### config.mk
export PLATFORM = sky130hd
export DESIGN_NAME = cp0Top
export DESIGN_NICKNAME = d
export VERILOG_FILES = /design/src/rtl/cp0Pkg.sv /design/src/rtl/cp0Timer.sv /design/src/rtl/cp0ControlRegs.sv /design/src/rtl/cp0ExcRecorder.sv /design/src/rtl/cp0ReadMux.sv /design/src/rtl/cp0Top.sv
export SDC_FILE = /design/constraint.sdc
export NUM_CORES = 1
export LEC_CHECK = 0
export BUFFER_PORTS_ARGS = -buffer_cell sky130_fd_sc_hd__buf_2
export CAP_MARGIN = 20
export CORE_MARGIN = 2
export CORE_UTILIZATION = 35
export DETAILED_ROUTE_END_ITERATION = 12
export GPL_ROUTABILITY_DRIVEN = 0
export PLACE_DENSITY = 0.66
export SLEW_MARGIN = 20
export SYNTH_ARGS = -nofsm -noshare
export SYNTH_HDL_FRONTEND = slang
export SYNTH_SLANG_ARGS = --single-unit
### constraint.sdc
create_clock -name clk -period 4.51 [get_ports clk]
set_clock_uncertainty 0.15 [all_clocks]
set_input_delay 0.2255 -clock clk [delete_from_list [all_inputs] [get_ports clk]]
set_output_delay 0.2255 -clock clk [all_outputs]
set_load 0.005 [all_outputs]
### src/rtl/cp0Pkg.sv
`default_nettype none

package cp0Pkg;

    localparam int CP0_WORD_W = 32;
    localparam int HW_INT_NUM = 6;

    // Register numbers that this CP0 implements
    typedef enum logic [4:0] {
        CP0_REG_BADVADDR = 5'd8,
        CP0_REG_COUNT    = 5'd9,
        CP0_REG_COMPARE  = 5'd11,
        CP0_REG_STATUS   = 5'd12,
        CP0_REG_CAUSE    = 5'd13,
        CP0_REG_EPC      = 5'd14,
        CP0_REG_PRID     = 5'd15,
        CP0_REG_CONFIG   = 5'd16
    } cp0Addr_e;

    // Exception kinds as reported by the memory stage
    typedef enum logic [4:0] {
        EXC_NONE,
        EXC_INTERRUPT,
        EXC_TLB_MODIFIED,
        EXC_TLB_REFILL_IF,
        EXC_TLB_INVALID_IF,
        EXC_RD_TLB_REFILL_MEM,
        EXC_RD_TLB_INVALID_MEM,
        EXC_WR_TLB_REFILL_MEM,
        EXC_WR_TLB_INVALID_MEM,
        EXC_WRONG_ADDR_IF,
        EXC_RD_WRONG_ADDR_MEM,
        EXC_WR_WRONG_ADDR_MEM,
        EXC_SYSCALL,
        EXC_BREAK,
        EXC_RESERVED_INSTR,
        EXC_CPU,
        EXC_OVERFLOW,
        EXC_TRAP,
        EXC_ERET,
        EXC_REFETCH
    } excType_e;

    // Architectural Cause.ExcCode values
    typedef enum logic [4:0] {
        CODE_INT  = 5'd0,
        CODE_MOD  = 5'd1,
        CODE_TLBL = 5'd2,
        CODE_TLBS = 5'd3,
        CODE_ADEL = 5'd4,
        CODE_ADES = 5'd5,
        CODE_SYS  = 5'd8,
        CODE_BP   = 5'd9,
        CODE_RI   = 5'd10,
        CODE_CPU  = 5'd11,
        CODE_OV   = 5'd12,
        CODE_TR   = 5'd13
    } excCode_e;

    // One MTC0 request
    typedef struct packed {
        logic                  en;
        cp0Addr_e              addr;
        logic [2:0]            sel;
        logic [CP0_WORD_W-1:0] data;
    } cp0Write_t;

    typedef struct packed {
        excType_e              excType;
        logic [CP0_WORD_W-1:0] pc;
        logic                  inDelaySlot;
        logic [CP0_WORD_W-1:0] badAddr;   // Memory stage address
    } excReport_t;

    // Fields the exception detection logic looks at
    typedef struct packed {
        logic                  bev;
        logic [7:0]            im;
        logic                  exl;
        logic                  ie;
        logic [HW_INT_NUM-1:0] ipHw;
        logic [1:0]            ipSw;
        logic [CP0_WORD_W-1:0] epc;
        logic [2:0]            k0;
    } statusView_t;

endpackage

`default_nettype wire

### src/rtl/cp0Timer.sv
`timescale 1ns/100ps
`default_nettype none

module cp0Timer (
    input  logic                            clk,
    input  logic                            arstN,
    input  cp0Pkg::cp0Write_t               wr,
    output logic [cp0Pkg::CP0_WORD_W-1:0]   count,
    output logic [cp0Pkg::CP0_WORD_W-1:0]   compare,
    output logic                            timerIrq
);
    import cp0Pkg::*;

    logic tickPhase;   // Count advances every second edge
    logic countWr;
    logic compareWr;
    logic countMatch;

    assign countWr    = wr.en && (wr.addr == CP0_REG_COUNT);
    assign compareWr  = wr.en && (wr.addr == CP0_REG_COMPARE);
    assign countMatch = (count == compare);

    always_ff @(posedge clk or negedge arstN) begin
        if (!arstN) begin
            tickPhase <= 1'b0;
            count     <= '0;
        end else if (countWr) begin
            tickPhase <= 1'b0;   // Restart the half-rate phase
            count     <= wr.data;
        end else begin
            tickPhase <= ~tickPhase;
            if (tickPhase) begin
                count <= count + 1'b1;
            end
        end
    end

    always_ff @(posedge clk or negedge arstN) begin
        if (!arstN) begin
            compare <= '0;
        end else if (compareWr) begin
            compare <= wr.data;
        end
    end

    // Sticky flag, Compare write acknowledges it
    always_ff @(posedge clk or negedge arstN) begin
        if (!arstN) begin
            timerIrq <= 1'b0;
        end else if (compareWr) begin
            timerIrq <= 1'b0;
        end else if (countMatch) begin
            timerIrq <= 1'b1;
        end
    end

    irqAfterMatch : assert property (
        @(posedge clk) disable iff (!arstN)
        $rose(timerIrq) |-> $past(countMatch)
    ) else $error("timerIrq rose without a Count/Compare match");

endmodule

`default_nettype wire

### src/rtl/cp0ControlRegs.sv
`timescale 1ns/100ps
`default_nettype none

module cp0ControlRegs #(
    parameter logic [2:0] K0_RESET = 3'd3
) (
    input  logic                            clk,
    input  logic                            arstN,
    input  cp0Pkg::cp0Write_t               wr,
    input  logic [cp0Pkg::HW_INT_NUM-1:0]   hwInt,
    input  logic                            timerIrq,
    output logic                            bev,
    output logic                            ie,
    output logic [7:0]                      im,
    output logic [cp0Pkg::HW_INT_NUM-1:0]   ipHw,
    output logic [1:0]                      ipSw,
    output logic [2:0]                      k0
);
    import cp0Pkg::*;

    logic                  statusWr;
    logic                  causeWr;
    logic                  configWr;
    logic [HW_INT_NUM-1:0] intPending;

    assign statusWr = wr.en && (wr.addr == CP0_REG_STATUS);
    assign causeWr  = wr.en && (wr.addr == CP0_REG_CAUSE);
    assign configWr = wr.en && (wr.addr == CP0_REG_CONFIG) && (wr.sel == 3'd0);

    // Timer shares the top hardware line (IP7)
    assign intPending = hwInt | {timerIrq, {(HW_INT_NUM - 1){1'b0}}};

    always_ff @(posedge clk or negedge arstN) begin
        if (!arstN) begin
            bev <= 1'b1;   // Boot vectors after reset
            im  <= '0;
            ie  <= 1'b0;
        end else if (statusWr) begin
            bev <= wr.data[22];
            im  <= wr.data[15:8];
            ie  <= wr.data[0];
        end
    end

    // Software interrupt requests
    always_ff @(posedge clk or negedge arstN) begin
        if (!arstN) begin
            ipSw <= '0;
        end else if (causeWr) begin
            ipSw <= wr.data[9:8];
        end
    end

    always_ff @(posedge clk or negedge arstN) begin
        if (!arstN) begin
            ipHw <= '0;
        end else begin
            ipHw <= intPending;   // One cycle sampling delay
        end
    end

    always_ff @(posedge clk or negedge arstN) begin
        if (!arstN) begin
            k0 <= K0_RESET;
        end else if (configWr) begin
            k0 <= wr.data[2:0];
        end
    end

    wrAddrKnown : assert property (
        @(posedge clk) disable iff (!arstN)
        wr.en |-> !$isunknown(wr.addr)
    ) else $error("CP0 write with unknown address");

endmodule

`default_nettype wire

### src/rtl/cp0ExcRecorder.sv
`timescale 1ns/100ps
`default_nettype none

module cp0ExcRecorder (
    input  logic                            clk,
    input  logic                            arstN,
    input  cp0Pkg::cp0Write_t               wr,
    input  cp0Pkg::excReport_t              exc,
    output logic                            exl,
    output logic                            bd,
    output cp0Pkg::excCode_e                excCode,
    output logic [cp0Pkg::CP0_WORD_W-1:0]   epc,
    output logic [cp0Pkg::CP0_WORD_W-1:0]   badVAddr
);
    import cp0Pkg::*;

    logic excValid;   // Anything but None and Refetch
    logic excTaken;   // A real exception, ERET excluded
    logic fetchFault;
    logic memFault;
    logic statusWr;
    logic epcWr;

    // Cause code for a report, other kinds keep the old value
    function automatic excCode_e codeOf(input excType_e t, input excCode_e cur);
        case (t)
            EXC_INTERRUPT:          codeOf = CODE_INT;
            EXC_TLB_MODIFIED:       codeOf = CODE_MOD;
            EXC_TLB_REFILL_IF,
            EXC_TLB_INVALID_IF,
            EXC_RD_TLB_REFILL_MEM,
            EXC_RD_TLB_INVALID_MEM: codeOf = CODE_TLBL;
            EXC_WR_TLB_REFILL_MEM,
            EXC_WR_TLB_INVALID_MEM: codeOf = CODE_TLBS;
            EXC_WRONG_ADDR_IF,
            EXC_RD_WRONG_ADDR_MEM:  codeOf = CODE_ADEL;
            EXC_WR_WRONG_ADDR_MEM:  codeOf = CODE_ADES;
            EXC_SYSCALL:            codeOf = CODE_SYS;
            EXC_BREAK:              codeOf = CODE_BP;
            EXC_RESERVED_INSTR:     codeOf = CODE_RI;
            EXC_CPU:                codeOf = CODE_CPU;
            EXC_OVERFLOW:           codeOf = CODE_OV;
            EXC_TRAP:               codeOf = CODE_TR;
            default:                codeOf = cur;
        endcase
    endfunction

    assign excValid = (exc.excType != EXC_NONE) && (exc.excType != EXC_REFETCH);
    assign excTaken = excValid && (exc.excType != EXC_ERET);
    assign statusWr = wr.en && (wr.addr == CP0_REG_STATUS);
    assign epcWr    = wr.en && (wr.addr == CP0_REG_EPC);

    assign fetchFault = (exc.excType inside {EXC_WRONG_ADDR_IF, EXC_TLB_REFILL_IF,
                                             EXC_TLB_INVALID_IF});
    assign memFault   = (exc.excType inside {EXC_RD_WRONG_ADDR_MEM, EXC_WR_WRONG_ADDR_MEM,
                                             EXC_TLB_MODIFIED, EXC_RD_TLB_REFILL_MEM,
                                             EXC_RD_TLB_INVALID_MEM, EXC_WR_TLB_REFILL_MEM,
                                             EXC_WR_TLB_INVALID_MEM});

    // Report beats MTC0 to Status
    always_ff @(posedge clk or negedge arstN) begin
        if (!arstN) begin
            exl <= 1'b0;
        end else if (excValid) begin
            exl <= (exc.excType != EXC_ERET);
        end else if (statusWr) begin
            exl <= wr.data[1];
        end
    end

    always_ff @(posedge clk or negedge arstN) begin
        if (!arstN) begin
            bd <= 1'b0;
        end else if (excTaken && !exl) begin
            bd <= exc.inDelaySlot;
        end
    end

    always_ff @(posedge clk or negedge arstN) begin
        if (!arstN) begin
            excCode <= CODE_INT;
        end else begin
            excCode <= codeOf(exc.excType, excCode);
        end
    end

    // Nested exceptions keep the first return address
    always_ff @(posedge clk or negedge arstN) begin
        if (!arstN) begin
            epc <= '0;
        end else if (excTaken && !exl) begin
            epc <= exc.inDelaySlot ? exc.pc - 32'd4 : exc.pc;
        end else if (!excValid && epcWr) begin
            epc <= wr.data;
        end
    end

    always_ff @(posedge clk or negedge arstN) begin
        if (!arstN) begin
            badVAddr <= '0;
        end else if (fetchFault) begin
            badVAddr <= exc.pc;
        end else if (memFault) begin
            badVAddr <= exc.badAddr;
        end
    end

    excTypeKnown : assert property (
        @(posedge clk) disable iff (!arstN)
        !$isunknown(exc.excType)
    ) else $error("Exception type is unknown");

endmodule

`default_nettype wire

### src/rtl/cp0ReadMux.sv
`timescale 1ns/100ps
`default_nettype none

module cp0ReadMux #(
    parameter logic [cp0Pkg::CP0_WORD_W-1:0] PRID_VALUE = 32'h00004220
) (
    input  cp0Pkg::cp0Addr_e                rdAddr,
    input  logic [2:0]                      rdSel,
    input  logic [cp0Pkg::CP0_WORD_W-1:0]   count,
    input  logic [cp0Pkg::CP0_WORD_W-1:0]   compare,
    input  logic                            timerIrq,
    input  logic                            bev,
    input  logic                            ie,
    input  logic [7:0]                      im,
    input  logic [cp0Pkg::HW_INT_NUM-1:0]   ipHw,
    input  logic [1:0]                      ipSw,
    input  logic [2:0]                      k0,
    input  logic                            exl,
    input  logic                            bd,
    input  cp0Pkg::excCode_e                excCode,
    input  logic [cp0Pkg::CP0_WORD_W-1:0]   epc,
    input  logic [cp0Pkg::CP0_WORD_W-1:0]   badVAddr,
    output logic [cp0Pkg::CP0_WORD_W-1:0]   rdData
);
    import cp0Pkg::*;

    logic [CP0_WORD_W-1:0] statusImg;
    logic [CP0_WORD_W-1:0] causeImg;
    logic [CP0_WORD_W-1:0] configImg;

    assign statusImg = {9'b0, bev, 6'b0, im, 6'b0, exl, ie};
    assign causeImg  = {bd, timerIrq, 14'b0, ipHw, ipSw, 1'b0, excCode, 2'b0};

    // M set, MMU type 1 is the standard TLB
    assign configImg = {1'b1, 21'b0, 3'b001, 4'b0, k0};

    always_comb begin
        rdData = '0;
        if (rdSel == 3'd0) begin   // Only select 0 exists here
            case (rdAddr)
                CP0_REG_BADVADDR: rdData = badVAddr;
                CP0_REG_COUNT:    rdData = count;
                CP0_REG_COMPARE:  rdData = compare;
                CP0_REG_STATUS:   rdData = statusImg;
                CP0_REG_CAUSE:    rdData = causeImg;
                CP0_REG_EPC:      rdData = epc;
                CP0_REG_PRID:     rdData = PRID_VALUE;
                CP0_REG_CONFIG:   rdData = configImg;
                default:          rdData = '0;
            endcase
        end
    end

endmodule

`default_nettype wire

### src/rtl/cp0Top.sv
`timescale 1ns/100ps
`default_nettype none

module cp0Top #(
    parameter logic [cp0Pkg::CP0_WORD_W-1:0] PRID_VALUE = 32'h00004220,
    parameter logic [2:0]                    K0_RESET   = 3'd3
) (
    input  logic                            clk,
    input  logic                            arstN,
    input  logic [cp0Pkg::HW_INT_NUM-1:0]   hwInt,
    input  cp0Pkg::cp0Write_t               wr,
    input  cp0Pkg::excReport_t              exc,
    input  cp0Pkg::cp0Addr_e                rdAddr,
    input  logic [2:0]                      rdSel,
    output logic [cp0Pkg::CP0_WORD_W-1:0]   rdData,
    output cp0Pkg::statusView_t             statusView
);
    import cp0Pkg::*;

    logic [CP0_WORD_W-1:0] count;
    logic [CP0_WORD_W-1:0] compare;
    logic                  timerIrq;
    logic                  bev;
    logic                  ie;
    logic [7:0]            im;
    logic [HW_INT_NUM-1:0] ipHw;
    logic [1:0]            ipSw;
    logic [2:0]            k0;
    logic                  exl;
    logic                  bd;
    excCode_e              excCode;
    logic [CP0_WORD_W-1:0] epc;
    logic [CP0_WORD_W-1:0] badVAddr;

    cp0Timer timer_inst (
        .clk      (clk),
        .arstN    (arstN),
        .wr       (wr),
        .count    (count),
        .compare  (compare),
        .timerIrq (timerIrq)
    );

    cp0ControlRegs #(
        .K0_RESET (K0_RESET)
    ) controlRegs_inst (
        .clk      (clk),
        .arstN    (arstN),
        .wr       (wr),
        .hwInt    (hwInt),
        .timerIrq (timerIrq),
        .bev      (bev),
        .ie       (ie),
        .im       (im),
        .ipHw     (ipHw),
        .ipSw     (ipSw),
        .k0       (k0)
    );

    cp0ExcRecorder excRecorder_inst (
        .clk      (clk),
        .arstN    (arstN),
        .wr       (wr),
        .exc      (exc),
        .exl      (exl),
        .bd       (bd),
        .excCode  (excCode),
        .epc      (epc),
        .badVAddr (badVAddr)
    );

    cp0ReadMux #(
        .PRID_VALUE (PRID_VALUE)
    ) readMux_inst (
        .rdAddr   (rdAddr),
        .rdSel    (rdSel),
        .count    (count),
        .compare  (compare),
        .timerIrq (timerIrq),
        .bev      (bev),
        .ie       (ie),
        .im       (im),
        .ipHw     (ipHw),
        .ipSw     (ipSw),
        .k0       (k0),
        .exl      (exl),
        .bd       (bd),
        .excCode  (excCode),
        .epc      (epc),
        .badVAddr (badVAddr),
        .rdData   (rdData)
    );

    // Live fields for the exception detection stage
    always_comb begin
        statusView.bev  = bev;
        statusView.im   = im;
        statusView.exl  = exl;
        statusView.ie   = ie;
        statusView.ipHw = ipHw;
        statusView.ipSw = ipSw;
        statusView.epc  = epc;
        statusView.k0   = k0;
    end

endmodule

`default_nettype wire

* Yosys cells after proc, flatten, opt, wreduce, memory -nomap -nowiden
Index checks and enable logic that the tools add are counted.
Storage, ports and cells: flip-flop bits (word level) 158, logic and storage cells 95
Cells by class: muxes and demuxes 15, eq/ne operators 34, add/sub/neg operators 2, bitwise logic cells 2, reduce and logical (&&, ||, !) cells 27
Operators with widths (count):
- 32-bit 2-to-1 mux | 8
- 32-bit one-hot mux with 8 select lines | 1
- 5-bit by 4-bit equality test with 1-bit output, second input constant | 20
- 5-bit one-hot mux with 12 select lines | 1
- 32-bit by 1-bit adder with 32-bit output, second input constant | 1
- 32-bit equality test | 1
- 32-bit by 3-bit subtractor with 32-bit output, second input constant | 1
- 5-bit by 3-bit equality test with 1-bit output, second input constant | 4
- 5-bit equality test, second input constant | 4
- 12-bit nonzero test | 1
- 1-bit logical AND | 11
- 5-bit by 2-bit equality test with 1-bit output, second input constant | 2
- 5-bit inequality test, second input constant | 2
- 2-bit nonzero test | 5
- 7-bit nonzero test | 1
- 3-bit logical NOT | 2
- 6-bit bitwise OR | 1
- 5-bit by 1-bit equality test with 1-bit output, second input constant | 1
- 1-bit 2-to-1 mux | 5
- 5-bit nonzero test | 1
- 2-bit OR reduction | 2
- 4-bit OR reduction | 1
- 3-bit nonzero test | 1
- 1-bit logical NOT | 2
- 1-bit NOT | 1

* Longest topological paths before layout
word-level depth 6, gate-level depth with buffers 8, gate-level depth less buffers 7

* Cells and area by module
Synthesis repeated with hierarchy kept, for this count alone.
Second synthesis, totals: cell total of the unflattened synthesis 1033, area, all modules 9922.0 µm²
By module, submodules not included:
- cp0ExcRecorder | cells an instance 460, sequential area each 1751.7 µm², times used 1, area an instance 4050.1 µm²
- cp0Timer | cells an instance 311, sequential area each 1651.6 µm², times used 1, area an instance 3460.8 µm²
- cp0ReadMux | cells an instance 214, sequential area each 0.0 µm², times used 1, area an instance 1584.0 µm²
- cp0ControlRegs | cells an instance 45, sequential area each 529.3 µm², times used 1, area an instance 804.5 µm²
- cp0Top | cells an instance 3, sequential area each 0.0 µm², times used 1, area an instance 22.5 µm²

* Least setup slack after synthesis
No wires, ideal clock.
kind reg-to-reg, from register timer_inst.count[0] (netlist bit), to register timer_inst.count[20] (netlist bit), path buffers 1, period minus slack after synthesis 1.948 ns, required time 4.223 ns, cell stages (with the launch flop) 8, slack 2.562 ns, data arrival time 1.661 ns, setup time 0.137 ns, path through dfrtp_1 > ha_1 > nand3_1 > or4_1 > buf_2 > nor4_4 > xnor2_1 > a21oi_1
Between the ends: word-level cells in the longest chain between the ends 3
Ends and longest elaborated chain:
- from (decl) | RTL line cp0Timer.sv:8 | output logic [cp0Pkg::CP0_WORD_W-1:0] count,
- from (signal assigned) | RTL line cp0Timer.sv:29 | count <= wr.data;
- from (signal assigned) | RTL line cp0Timer.sv:33 | count <= count + 1'b1;
- 32-bit by 1-bit adder with 32-bit output | RTL line cp0Timer.sv:33
- 32-bit 2-to-1 mux | RTL line cp0Timer.sv:32 | if (tickPhase) begin
- 32-bit 2-to-1 mux | RTL line cp0Timer.sv:27 | end else if (countWr) begin
Every way passes these cells. The select of a mux whose other input is x is not followed. A chain may end at the register's enable or synchronous reset.

* Final worst setup path
from input exc[67] (netlist bit), to register excRecorder_inst.badVAddr[22] (netlist bit)
Between the ends: word-level cells in the longest chain between the ends 3, elaborated cells on any way between the ends 14, classes of those cells eq/ne (10); mux (1); reduce/logical (3)
Ends and longest elaborated chain:
- from (decl) | RTL line cp0Top.sv:12 | input cp0Pkg::excReport_t exc,
- 5-bit by 4-bit equality test with 1-bit output, or another cell as far along | RTL line cp0ExcRecorder.sv:55 | assign memFault = (exc.excType inside {EXC_RD_WRONG_ADDR_MEM, EXC_WR_WRONG_ADDR_MEM,
- 7-bit nonzero test or 3-bit nonzero test (tied branches) | RTL line cp0ExcRecorder.sv:55, cp0ExcRecorder.sv:53
- 2-bit nonzero test (no line) or 32-bit 2-to-1 mux (tied branches)
- to (signal assigned) | RTL line cp0ExcRecorder.sv:102 | badVAddr <= exc.pc;
- to (signal assigned) | RTL line cp0ExcRecorder.sv:104 | badVAddr <= exc.badAddr;
- to (decl) | RTL line cp0ExcRecorder.sv:13 | output logic [cp0Pkg::CP0_WORD_W-1:0] badVAddr
Parallel ways exist; a longest one is shown, timed or not.

==> summary.txt <==
Hold path
  • Hold Path Sink: excRecorder_inst.epc[28]
  • Hold path depth: 3
  • HP Class: input port to flop
  • Hold_sp: exc[61]

Drt
  • DRT Wirelength: 34500 um
  • DRT antenna net count: 0
  • Vias: 9083
  • DRC Markers: 0
  • Routed length per instance: 21.4 um
  • First drt pass iteration count: 6
  • Via/cell ratio: 5.63
  • Initial DRC count: 1030

Cells and area
  • Area occupied by multi-input gates: 0.00487 mm2
  • Nets@finish: 1399
  • Area Overhead vs Synth: 32.9%
  • Non-Filler Instances: 1613
  • Layout cells sized above 1: 0.266
  • Storage cell area: 0.00393 mm2
  • Number of fill cells in the layout: 2376

Worst setup path
  • Reg-to-Reg Start: timer_inst.count[7]
  • Reg2reg path depth: 5
  • Flop2flop setup slack: 2.21 ns
  • Largest stage delay, worst path: 0.57 ns
  • Top cell family by delay on the critical path: buffers and inverters
  • Buf/Inv on CP: 3
  • CP cell instances: dlygate4sd3_1, buf_2, and3b_1, a211oi_1, a211o_2, nand2_1, a31oi_1, dlygate4sd3_1
  • WP data required: 4.73 ns
  • Critical path's slowest cell: a211o_2
  • Worst R2R End: timer_inst.count[31]
  • Critical Path Start Type: input port
  • Critical Path AT: 3.07 ns
  • Worst setup path category: input port to flop
  • Setup crit end kind: flop
  • Critical Path Fanout Max: 32
  • WP depth: 8
  • CP dominant cell by count: dlygate4sd3_1

Timing
  • F_max: 350 MHz
  • Min cycle time layout: 2.86 ns
  • Rel. slew slack: 0.348
  • Count of final setup violators: 0
  • Fin. Hold Viols: 0
  • Slew @ Worst Pin: 0.978 ns
  • Max Slew Vio Count: 0
  • Setup TNS: 0 ns
  • RSZ-0062 raised after global routing: false
  • Fin crit share: 0.633

Synthesis
  • Cells after synthesis: 988
  • Library cells used by synthesis: 60
  • Syn avg cell area: 9.20 um2
  • Ys Warns: 0
  • Number of synthesized flops with an enable pin: 0
  • Largest cells by area after synthesis: dfrtp_1, mux2_2, xnor2_1
  • Post-synth top area share: 0.424
  • Post-synthesis sequential area ratio: 0.433
  • Yosys reg bits: 157
  • Post-synth top area cell: dfrtp_1
  • Netlist area before placement: 0.00909 mm2
  • Ys flop type: dfrtp_1
  • Syn nets: 1117
  • Fraction of registers with async set/reset: 1.00

CTS
  • Worst-Skew Late Latency: 0.43 ns
  • Sink Count: 157
  • CTS tree: built
  • CTS clk-pin slew, worst paths: 0.06 ns
  • Cts bufs inserted: 17
  • Clock Root Buffer: clkbuf_16
  • H-tree level count: 4
  • Clock Tree Buf Depth: 2
  • Post-CTS Resized: 0

Job
  • Max Cap Viol: 0

GRT
  • Most Crowded Layer GR: met2
  • Initial antenna violation count: 3
  • Met1 Use GR: 0.338
  • Total gr overflow: 0
  • Largest net degree at the start of global routing: 102
  • First-pass GRT wire length: 51700 um
  • Met2 Usage GRT: 0.395
  • GR Util met3: 0.0497
  • Global Route Usage Sum: 0.253
  • Vias in the first global route: 8812

Placement
  • Port bufs: 212
  • Placed Cells incl. Taps: 1470
  • Hpwl dp: 25700 um

Status
  • Outcome: complete, no violations

Floorplan
  • Die Wd: 165 um
  • Die area: 0.0273 mm2
  • Height of the die: 165 um
  • Core Region: 0.0253 mm2
  • Initial Utilization: 0.359
  • Io pins: 213
  • Std cell rows: 58

Power and ir drop
  • PwrDens: 389 mW/mm2
  • Static Leak: 4.98 nW
  • Max IR drop VDD: 0.000258 V
-- synthesized netlist by cell type (all sizes together), types with 16 or more instances --
cell type  number
a21oi          76
a22oi          64
a31oi          44
buf            26
clkbuf         48
dfrtp         154
mux2           56
nand2         123
nand3          16
nand4          19
nor2           95
nor3           27
nor4           19
o21ai          17
xnor2          71
xor2           19
-- cell usage in the layout, fill, tap and decap left out, drive strengths merged, types with 4 or more instances in the layout --
cell and n:
o21ai 17, buf 226, a21oi 76, nand4 19
and3b 4, nor2 95, dlygate4sd3 111, nor2b 4
a211oi 4, or2 6, xnor2 71, nand2 123
clkbuf 25, inv 7, xor2 19, a221o 6
mux2 56, or4 7, o22ai 10, or3 7
nand2b 5, nand3 16, a222oi 6, mux2i 5
nor4 19, a221oi 4, a22oi 64, and3 11
a31oi 44, dfrtp 154, nor3 27
-- final cells by class --
class	instances	area share
inverter	7	0.00218
clock inverter	6	0.00497
tap	330	0.0342
sequential	157	0.326
antenna	1	0.000207
timing repair buffer	337	0.189
clock buffer	25	0.0410
multi-input combinational	750	0.403
-- metrics by stage --
step | total power [mW] | hold WS [ns] | cell area [um2] | worst slack [ns] | util
2_1_floorplan | 2.65 | -0.220 | 9090 | 2.56 | -
3_3_place_gp | 3.14 | 0.186 | 10400 | 1.69 | 0.410
3_5_place_dp | 3.17 | 0.187 | 10400 | 1.95 | 0.411
4_1_cts | 4.67 | 0.0000186 | 12100 | 1.30 | 0.477
5_1_grt | 4.89 | 0.0126 | 12100 | 1.48 | 0.477
6_report | 4.70 | 0.00314 | 12100 | 1.65 | 0.477
-- how the worst max path moves through the flow --
stage | startpoint | endpoint | slack [ns]
after floorplan | timer_inst.count[0] | timer_inst.count[20] | 2.56
after global placement | rdAddr[2] | rdData[12] | 1.69
after detailed placement | exc[67] | excRecorder_inst.badVAddr[3] | 1.95
after CTS | exc[67] | excRecorder_inst.badVAddr[22] | 1.30
after global routing | exc[67] | excRecorder_inst.badVAddr[12] | 1.48
final | exc[67] | excRecorder_inst.badVAddr[22] | 1.65
-- where the power goes --
| part | total, mW | internal, mW | leakage (nW) | switching, mW |
|---|---|---|---|---|
| clock | 1.40 | 0.813 | 0.269 | 0.582 |
| combinational | 1.15 | 0.603 | 2.84 | 0.545 |
| sequential | 2.15 | 1.71 | 1.87 | 0.438 |
-- registers in the layout (all words and copies together), names as in the netlist --
signal / count
excRecorder_inst.badVAddr: 32
excRecorder_inst.excCode: 4
controlRegs_inst.ipHw: 6
timer_inst.count: 32
controlRegs_inst.bev: 1
timer_inst.timerIrq: 1
timer_inst.tickPhase: 1
excRecorder_inst.bd: 1
timer_inst.compare: 32
controlRegs_inst.ipSw: 2
excRecorder_inst.epc: 32
excRecorder_inst.exl: 1
controlRegs_inst.im: 8
controlRegs_inst.ie: 1
controlRegs_inst.k0: 3
-- kinds of logic after synthesis --
| logic type | Yosys count | synth area share |
|---|---|---|
| AO/OA/AOI/OAI | 241 | 0.172 |
| AND/OR/NAND/NOR | 356 | 0.194 |
| buffers and inverters | 81 | 0.0373 |
| XOR/XNOR | 90 | 0.0867 |
| adder cells (fa/ha/maj) | 2 | 0.00275 |
| flip-flops | 157 | 0.433 |
| multiplexers | 61 | 0.0749 |
-- what timing repair did --
item,in CTS,in global routing
hold buffers,111,0
hold endpoints to repair,213,0
buffers inserted,0,0
endpoints found under the setup margin,0,0
-- routing by layer --
| layer | wire length [um] | share of wire |
|---|---|---|
| met1 | 14500 | 0.42 |
| met2 | 15800 | 0.46 |
| met3 | 2650 | 0.077 |
| met4 | 1480 | 0.043 |
| met5 | 13 | 0.00038 |
-- worst register-to-register path, stage by stage, from the launching register on --
cell and delay (ns):
dfrtp_1 0.51, nand4_1 0.25, nor4_2 0.73, nand4_1 0.22, xor2_1 0.19, a21oi_1 0.09
Power figures use the tool's default switching activity.
